$ cat src/addr_seq_pkg.sv
// Shared definitions for the read-address sequencer
// Bus widths, array geometry, vector types and the run states

package addr_seq_pkg;

    // ======================================================================
    // Widths
    // ======================================================================
    localparam int ADDR_WIDTH = 16;
    localparam int IDX_WIDTH  = 16;
    localparam int CHN_WIDTH  = 10;

    // ======================================================================
    // Array geometry
    // ======================================================================
    // PE rows in one bank
    localparam int NUM_ROW    = 16;
    // Banks along one side of the square bank arrangement
    localparam int SIDE_BANKS = 2;

    // Wide enough for the longest flush, one less than the largest edge
    localparam int FLUSH_WIDTH = $clog2(2 * NUM_ROW * SIDE_BANKS);

    // ======================================================================
    // Types
    // ======================================================================
    typedef logic [ADDR_WIDTH-1:0]  addr_t;
    typedef logic [IDX_WIDTH-1:0]   idx_t;
    typedef logic [CHN_WIDTH-1:0]   chn_t;
    typedef logic [FLUSH_WIDTH-1:0] flush_cnt_t;

    // Mode 0 is the small square array, any other mode doubles the edge
    typedef logic [1:0] mode_t;

    typedef enum logic [1:0] {
        IDLE,
        ISSUE,
        FLUSH
    } seq_state_e;

endpackage

$ cat src/addr_calc.sv
// Activation and weight read addresses from base and loop indices
// Purely combinational; flush beats read the base addresses

`timescale 1ns/1ps

module addr_calc import addr_seq_pkg::*; (
    input  addr_t act_base,
    input  addr_t wgt_base,
    input  chn_t  num_chn,
    input  idx_t  num_grp,
    input  chn_t  chn_idx,
    input  idx_t  grp_idx,
    input  idx_t  ifm_idx,
    input  idx_t  flt_idx,
    input  logic  flush,
    output addr_t act_addr,
    output addr_t wgt_addr
);

    addr_t tile_stride;
    addr_t inner_off;
    addr_t act_off;
    addr_t wgt_off;

    // One tile spans all channels of all groups
    assign tile_stride = addr_t'(num_chn) * addr_t'(num_grp);

    // Group and channel part is common to both streams
    assign inner_off = addr_t'(num_chn) * addr_t'(grp_idx) + addr_t'(chn_idx);

    // Arithmetic wraps at ADDR_WIDTH
    assign act_off = tile_stride * addr_t'(ifm_idx) + inner_off;
    assign wgt_off = tile_stride * addr_t'(flt_idx) + inner_off;

    assign act_addr = flush ? act_base : act_base + act_off;
    assign wgt_addr = flush ? wgt_base : wgt_base + wgt_off;

endmodule

$ cat src/loop_counter.sv
// Wrapping index counter for one loop level
// Synchronous clear, increment and a last-value flag

`timescale 1ns/1ps

module loop_counter import addr_seq_pkg::*; (
    input  logic clk,
    input  logic rst_n,
    input  logic clear,
    input  logic inc,
    input  idx_t max_count,
    output idx_t count,
    output logic last
);

    assign last = (count == max_count);

    always_ff @(posedge clk or negedge rst_n) begin
        if (!rst_n) begin
            count <= '0;
        end else if (clear) begin
            count <= '0;
        end else if (inc) begin
            // Wrap after the final index
            if (last) begin
                count <= '0;
            end else begin
                count <= count + idx_t'(1);
            end
        end
    end

endmodule

$ cat src/loop_nest.sv
// Four-level loop nest over channel, group, filter tile and input-map tile
// Channel innermost, then group; tile order selected by loop_order
// Raises nest_last on the beat at the final point of the nest

`timescale 1ns/1ps

module loop_nest import addr_seq_pkg::*; (
    input  logic clk,
    input  logic rst_n,
    input  logic clear,
    input  logic beat,
    input  logic loop_order,
    input  chn_t num_chn,
    input  idx_t num_grp,
    input  idx_t num_til_ifm,
    input  idx_t num_til_flt,
    output chn_t chn_idx,
    output idx_t grp_idx,
    output idx_t ifm_idx,
    output idx_t flt_idx,
    output logic nest_last
);

    idx_t chn_max;
    idx_t grp_max;
    idx_t ifm_max;
    idx_t flt_max;
    idx_t chn_count;
    logic chn_last;
    logic grp_last;
    logic ifm_last;
    logic flt_last;
    logic inc_grp;
    logic grp_wrap;
    logic inc_ifm;
    logic inc_flt;

    // Counts are 1 or more, so the last index is count minus one
    assign chn_max = idx_t'(num_chn) - idx_t'(1);
    assign grp_max = num_grp - idx_t'(1);
    assign ifm_max = num_til_ifm - idx_t'(1);
    assign flt_max = num_til_flt - idx_t'(1);

    assign inc_grp  = beat & chn_last;
    assign grp_wrap = inc_grp & grp_last;

    always_comb begin
        if (loop_order == 1'b0) begin
            // Filter tile inside input-map tile
            inc_flt = grp_wrap;
            inc_ifm = grp_wrap & flt_last;
        end else begin
            inc_ifm = grp_wrap;
            inc_flt = grp_wrap & ifm_last;
        end
    end

    assign nest_last = beat & chn_last & grp_last & ifm_last & flt_last;

    // ======================================================================
    // Counters
    // ======================================================================
    loop_counter u_chn_cnt (
        .clk       (clk),
        .rst_n     (rst_n),
        .clear     (clear),
        .inc       (beat),
        .max_count (chn_max),
        .count     (chn_count),
        .last      (chn_last)
    );

    assign chn_idx = chn_t'(chn_count);

    loop_counter u_grp_cnt (
        .clk       (clk),
        .rst_n     (rst_n),
        .clear     (clear),
        .inc       (inc_grp),
        .max_count (grp_max),
        .count     (grp_idx),
        .last      (grp_last)
    );

    loop_counter u_ifm_cnt (
        .clk       (clk),
        .rst_n     (rst_n),
        .clear     (clear),
        .inc       (inc_ifm),
        .max_count (ifm_max),
        .count     (ifm_idx),
        .last      (ifm_last)
    );

    loop_counter u_flt_cnt (
        .clk       (clk),
        .rst_n     (rst_n),
        .clear     (clear),
        .inc       (inc_flt),
        .max_count (flt_max),
        .count     (flt_idx),
        .last      (flt_last)
    );

endmodule

$ cat src/read_addr_sequencer.sv
// Read-address sequencer top level
// Control, loop nest and address calculation wired together

`timescale 1ns/1ps

module read_addr_sequencer import addr_seq_pkg::*; (
    input  logic  clk,
    input  logic  rst_n,
    input  logic  soft_clear,
    input  logic  cfg_valid,
    output logic  cfg_ready,
    input  addr_t act_base,
    input  addr_t wgt_base,
    input  chn_t  num_chn,
    input  idx_t  num_grp,
    input  idx_t  num_til_ifm,
    input  idx_t  num_til_flt,
    input  logic  loop_order,
    input  mode_t mode,
    output addr_t act_addr,
    output logic  act_addr_valid,
    input  logic  act_addr_ready,
    output addr_t wgt_addr,
    output logic  wgt_addr_valid,
    input  logic  wgt_addr_ready,
    output logic  flush
);

    addr_t cfg_act_base;
    addr_t cfg_wgt_base;
    chn_t  cfg_num_chn;
    idx_t  cfg_num_grp;
    idx_t  cfg_num_til_ifm;
    idx_t  cfg_num_til_flt;
    logic  cfg_loop_order;
    logic  beat;
    logic  nest_clear;
    logic  nest_last;
    chn_t  chn_idx;
    idx_t  grp_idx;
    idx_t  ifm_idx;
    idx_t  flt_idx;

    sequencer_ctrl u_ctrl (
        .clk             (clk),
        .rst_n           (rst_n),
        .soft_clear      (soft_clear),
        .cfg_valid       (cfg_valid),
        .cfg_ready       (cfg_ready),
        .act_base        (act_base),
        .wgt_base        (wgt_base),
        .num_chn         (num_chn),
        .num_grp         (num_grp),
        .num_til_ifm     (num_til_ifm),
        .num_til_flt     (num_til_flt),
        .loop_order      (loop_order),
        .mode            (mode),
        .act_addr_ready  (act_addr_ready),
        .wgt_addr_ready  (wgt_addr_ready),
        .act_addr_valid  (act_addr_valid),
        .wgt_addr_valid  (wgt_addr_valid),
        .flush           (flush),
        .nest_last       (nest_last),
        .beat            (beat),
        .nest_clear      (nest_clear),
        .cfg_act_base    (cfg_act_base),
        .cfg_wgt_base    (cfg_wgt_base),
        .cfg_num_chn     (cfg_num_chn),
        .cfg_num_grp     (cfg_num_grp),
        .cfg_num_til_ifm (cfg_num_til_ifm),
        .cfg_num_til_flt (cfg_num_til_flt),
        .cfg_loop_order  (cfg_loop_order)
    );

    loop_nest u_nest (
        .clk         (clk),
        .rst_n       (rst_n),
        .clear       (nest_clear),
        .beat        (beat),
        .loop_order  (cfg_loop_order),
        .num_chn     (cfg_num_chn),
        .num_grp     (cfg_num_grp),
        .num_til_ifm (cfg_num_til_ifm),
        .num_til_flt (cfg_num_til_flt),
        .chn_idx     (chn_idx),
        .grp_idx     (grp_idx),
        .ifm_idx     (ifm_idx),
        .flt_idx     (flt_idx),
        .nest_last   (nest_last)
    );

    addr_calc u_addr (
        .act_base (cfg_act_base),
        .wgt_base (cfg_wgt_base),
        .num_chn  (cfg_num_chn),
        .num_grp  (cfg_num_grp),
        .chn_idx  (chn_idx),
        .grp_idx  (grp_idx),
        .ifm_idx  (ifm_idx),
        .flt_idx  (flt_idx),
        .flush    (flush),
        .act_addr (act_addr),
        .wgt_addr (wgt_addr)
    );

endmodule

$ cat src/sequencer_ctrl.sv
// Run control for the read-address sequencer
// Config register, IDLE/ISSUE/FLUSH FSM, flush counter and joint handshake

`timescale 1ns/1ps

module sequencer_ctrl import addr_seq_pkg::*; (
    input  logic       clk,
    input  logic       rst_n,
    input  logic       soft_clear,
    input  logic       cfg_valid,
    output logic       cfg_ready,
    input  addr_t      act_base,
    input  addr_t      wgt_base,
    input  chn_t       num_chn,
    input  idx_t       num_grp,
    input  idx_t       num_til_ifm,
    input  idx_t       num_til_flt,
    input  logic       loop_order,
    input  mode_t      mode,
    input  logic       act_addr_ready,
    input  logic       wgt_addr_ready,
    output logic       act_addr_valid,
    output logic       wgt_addr_valid,
    output logic       flush,
    input  logic       nest_last,
    output logic       beat,
    output logic       nest_clear,
    output addr_t      cfg_act_base,
    output addr_t      cfg_wgt_base,
    output chn_t       cfg_num_chn,
    output idx_t       cfg_num_grp,
    output idx_t       cfg_num_til_ifm,
    output idx_t       cfg_num_til_flt,
    output logic       cfg_loop_order
);

    seq_state_e state_q;
    seq_state_e state_d;
    mode_t      cfg_mode;
    flush_cnt_t flush_cnt;
    flush_cnt_t flush_len;
    logic       busy;
    logic       xfer;

    assign cfg_ready  = (state_q == IDLE);
    assign busy       = (state_q != IDLE);
    assign flush      = (state_q == FLUSH);
    assign nest_clear = (state_q == IDLE) | soft_clear;

    // Each valid waits only on the other stream's ready
    assign act_addr_valid = busy & wgt_addr_ready;
    assign wgt_addr_valid = busy & act_addr_ready;
    assign xfer           = busy & act_addr_ready & wgt_addr_ready;
    assign beat           = xfer & (state_q == ISSUE);

    // Array edge minus one drain beats
    assign flush_len = (cfg_mode == mode_t'(0)) ?
                       flush_cnt_t'(NUM_ROW * SIDE_BANKS - 1) :
                       flush_cnt_t'(2 * NUM_ROW * SIDE_BANKS - 1);

    // ======================================================================
    // Configuration register
    // ======================================================================
    always_ff @(posedge clk) begin
        if (cfg_valid && cfg_ready) begin
            cfg_act_base    <= act_base;
            cfg_wgt_base    <= wgt_base;
            cfg_num_chn     <= num_chn;
            cfg_num_grp     <= num_grp;
            cfg_num_til_ifm <= num_til_ifm;
            cfg_num_til_flt <= num_til_flt;
            cfg_loop_order  <= loop_order;
            cfg_mode        <= mode;
        end
    end

    // ======================================================================
    // FSM
    // ======================================================================
    always_comb begin
        state_d = state_q;
        case (state_q)
            IDLE: begin
                if (cfg_valid) begin
                    state_d = ISSUE;
                end
            end
            ISSUE: begin
                if (nest_last) begin
                    state_d = FLUSH;
                end
            end
            FLUSH: begin
                if (xfer && flush_cnt == flush_cnt_t'(1)) begin
                    state_d = IDLE;
                end
            end
            default: state_d = IDLE;
        endcase
        // Abort wins over everything
        if (soft_clear) begin
            state_d = IDLE;
        end
    end

    always_ff @(posedge clk or negedge rst_n) begin
        if (!rst_n) begin
            state_q   <= IDLE;
            flush_cnt <= '0;
        end else begin
            state_q <= state_d;
            if (soft_clear) begin
                flush_cnt <= '0;
            end else if (nest_last) begin
                flush_cnt <= flush_len;
            end else if (flush && xfer) begin
                flush_cnt <= flush_cnt - flush_cnt_t'(1);
            end
        end
    end

endmodule

$ cat config.mk
export PLATFORM = sky130hd
export DESIGN_NAME = read_addr_sequencer
export DESIGN_NICKNAME = d
export VERILOG_FILES = /design/src/addr_seq_pkg.sv /design/src/addr_calc.sv /design/src/loop_counter.sv /design/src/loop_nest.sv /design/src/read_addr_sequencer.sv /design/src/sequencer_ctrl.sv
export SDC_FILE = /design/constraint.sdc
export NUM_CORES = 1
export LEC_CHECK = 0
export ABC_AREA = 1
export BUFFER_PORTS_ARGS = -buffer_cell sky130_fd_sc_hd__buf_2
export CAP_MARGIN = 30
export CELL_PAD_IN_SITES_DETAIL_PLACEMENT = 0
export CELL_PAD_IN_SITES_GLOBAL_PLACEMENT = 1
export CORE_MARGIN = 8
export CORE_UTILIZATION = 30
export DETAILED_ROUTE_END_ITERATION = 8
export PLACE_DENSITY = 0.6
export SLEW_MARGIN = 40
export SYNTH_ARGS = -nofsm -noshare
export SYNTH_HDL_FRONTEND = slang
export SYNTH_SLANG_ARGS = --single-unit
$ cat constraint.sdc
create_clock -name clk -period 10.8 [get_ports clk]
set_clock_uncertainty 0.15 [all_clocks]
set_input_delay 1.08 -clock clk [delete_from_list [all_inputs] [get_ports clk]]
set_output_delay 1.08 -clock clk [all_outputs]
set_load 0.02 [all_outputs]
==> impl_metrics.ini <==
[critical_path]
reg2reg_depth = 16
r2r_end = u_nest.u_flt_cnt.count[0]
required_ns = 9.57
ff2ff_setup_slack_ns = 6.13
setup.worst_path.end_class = output port
rr_startpoint = u_ctrl.cfg_num_chn[0]
crit_top_cell = fa_1
worstSetupPathType = reg -> out
cp.arrival_ns = 9.62
critPathSlowestCell = fa_1
max_stage_delay_ns = 0.56
cp_max_fo = 8
cp-start-kind = flop

[route]
wl_per_cell_um = 17.3
antenna_left = 0
drt_first_pass_iters = 5
num_vias = 21098
first_iter_violations = 1023
vias_per_cell = 4.45
wl_um = 81900
drc = 0

[logic_synthesis]
synthFlopType = edfxtp_1
synth_warnings = 0
synth_nets = 3995
netlist_area_um2 = 26200
ys_seq_elements = 165
synth.most_common_cell = inv_1
synth-edff-count = 93
synth_area_leader_cell = fa_1
ys_seq_area_frac = 0.175
synth_top_area_frac = 0.278
yosysUniqueCellTypes = 57
synth_area_leaders = fa_1, inv_1, edfxtp_1
syn_inst = 3350
synth_common_cells = inv_1, nand2_1, fa_1
postSynthAreaPerCell_um2 = 7.84
async_flop_share = 0.436

[pwr]
p_leak_nw = 15.6
total_power_mw = 6.90
powerDensity_nw_per_um2 = 225
vdd_drop_max_mv = 0.291

[placed_design]
gp_congestion = 0.880
place_inst = 4656
hpwl_um = 68200
place.port_buffers = 134

[clock_tree]
cts_htree_levels = 4
cts_tree = built
clk_latency_ns = 0.51
cts_root_buf = clkbuf_16
clock_sinks = 165
cts-buffers-inserted = 17
cts.reportedPaths.clkPinSlew_ns = 0.08
clk_path_buf_depth = 2

[global_routing]
gr-total-overflow = 0
met2_usage = 0.297
grt_busiest_layer = met2
antenna_found_initial = 2
met1_usage = 0.221
grt_start_max_net_pins = 57
grtUsageMet3 = 0.0218
grt_pass1_vias = 22044
track_usage = 0.170
grt_pass1_wl_um = 129000

[sta]
slew_violations = 0
layout_setup_ws_ns = -0.0518
maxSlewHeadroom = 0.453
tightest_slew_ns = 0.818
hold_viol = 0
finalSetupViolations = 3
min_period_ns = 10.85
period_share = 1.00
rsz0062_at_grt = true
fmax_mhz = 92.2

[job]
max_cap_violations = 0

[run_status]
violations = setup timing
status = finished with violations

[layout]
areaGrowthSynthToFinish_pct = 17.1
drive_above_1_share = 0.146
fin_nets = 4212
fin_cells = 4736

[floorplan]
initial_core_util = 0.303
fp.dieH_um = 312
rows = 108
die_x_um = 312
die_area_um2 = 97200
coreArea_um2 = 86800
io_pins = 135

[hold_path]
hold_class = in -> async
what timing repair did:
action | CTS | global route
resized for setup | 130 | 47
endpoints found under the setup margin | 9 | 9
gates cloned | 1 | 0
hold buffers | 0 | 0
pin swaps | 104 | 43
setup buffers | 36 | 11
how the worst max path moves through the flow:
stage | depth (start not counted) | from | slack, ns | endpoint
final | 38 | u_ctrl.cfg_num_chn[1] | -0.05 | act_addr[15]
after global routing | 45 | u_ctrl.cfg_num_chn[1] | -0.59 | wgt_addr[15]
after global placement | 37 | u_ctrl.cfg_num_chn[4] | -0.20 | act_addr[15]
after floorplan | 41 | u_ctrl.cfg_num_chn[2] | 0.14 | act_addr[15]
after detailed placement | 42 | u_ctrl.cfg_num_chn[4] | -0.21 | wgt_addr[15]
after CTS | 45 | u_ctrl.cfg_num_chn[1] | -0.12 | wgt_addr[15]
worst max-delay path, delay by kind of cell (launching register included):
kind	cells	cell delay [ns]
AO/OA/AOI/OAI	2	0.35
adder cells (fa/ha/maj)	13	6.14
flip-flops	1	0.42
XOR/XNOR	1	0.24
buffers and inverters	13	1.14
AND/OR/NAND/NOR	9	0.81
metrics by stage:
step	hold WS, ns	util	setup TNS (ns)	area (um2)	setup WS (ns)
floorplan	0.395	-	0	26200	0.137
global placement	0.430	0.334	-0.345	29000	-0.195
detailed placement	0.429	0.334	-0.432	29000	-0.212
CTS	0.272	0.351	-0.238	30500	-0.120
global route	0.293	0.354	-2.20	30700	-0.593
finish	0.305	0.354	-0.109	30700	-0.0518
cells in the final DEF (no fill, tap or decap), drive strengths merged, types with 6 or more instances in the layout:
cell and count:
inv 858, nand2 723, fa 365, buf 326, nor2 250, ha 181
xor2 160, nand3 105, edfxtp 93, o21ai 76, dfrtp 72, xnor2 60
a21oi 49, nor3 48, o22ai 32, nand4 32, nor4 26, or2 24
clkbuf 18, nand3b 16, clkinv 10, o21bai 7, nor3b 6, a31oi 6
sequential cells by signal (all words and copies together), names as in the netlist, 6 cells and up:
name and count:
u_nest.u_chn_cnt.count 16, u_ctrl.flush_cnt 6, u_ctrl.cfg_num_til_ifm 16, u_ctrl.cfg_num_chn 10, u_nest.u_ifm_cnt.count 16, u_ctrl.cfg_act_base 16
u_ctrl.cfg_wgt_base 16, u_nest.u_grp_cnt.count 16, u_ctrl.cfg_num_til_flt 16, u_nest.u_flt_cnt.count 16, u_ctrl.cfg_num_grp 16
where the power goes:
group          internal [mW]  leakage (nW)  total (mW)  switching [mW]
Clock                  0.327         0.299       0.685           0.358
Sequential             0.713          1.88       0.747          0.0337
Combinational           2.33          13.4        5.47            3.14
cell families after synthesis:
logic type	after synthesis	synth area share
muxes	1	0.000381
and+or+nand+nor	1238	0.199
buffers and inverters	983	0.142
DFF	165	0.175
xor gates and xnor gates	220	0.0734
AOI/OAI and AO/OA	197	0.0449
adders and majority gates	546	0.365
layer usage:
layer / up-vias / part of all wire
li1: 10411 / -
met1: 10258 / 0.45
met2: 340 / 0.50
met3: 89 / 0.031
met4: 0 / 0.025
met5: - / 0
final cells by class:
type                    instances  area [um2]
diodes                          1        2.50
clock buffers                  18         450
clock inverters                14         176
fillers                      9270       56000
inverters                     855        3220
multi-input cells            2202       18600
flip-flops and latches        165        4590
well taps                    1155        1450
repair buffers                326        2300
Note: power is estimated with default switching activity, not from simulation.
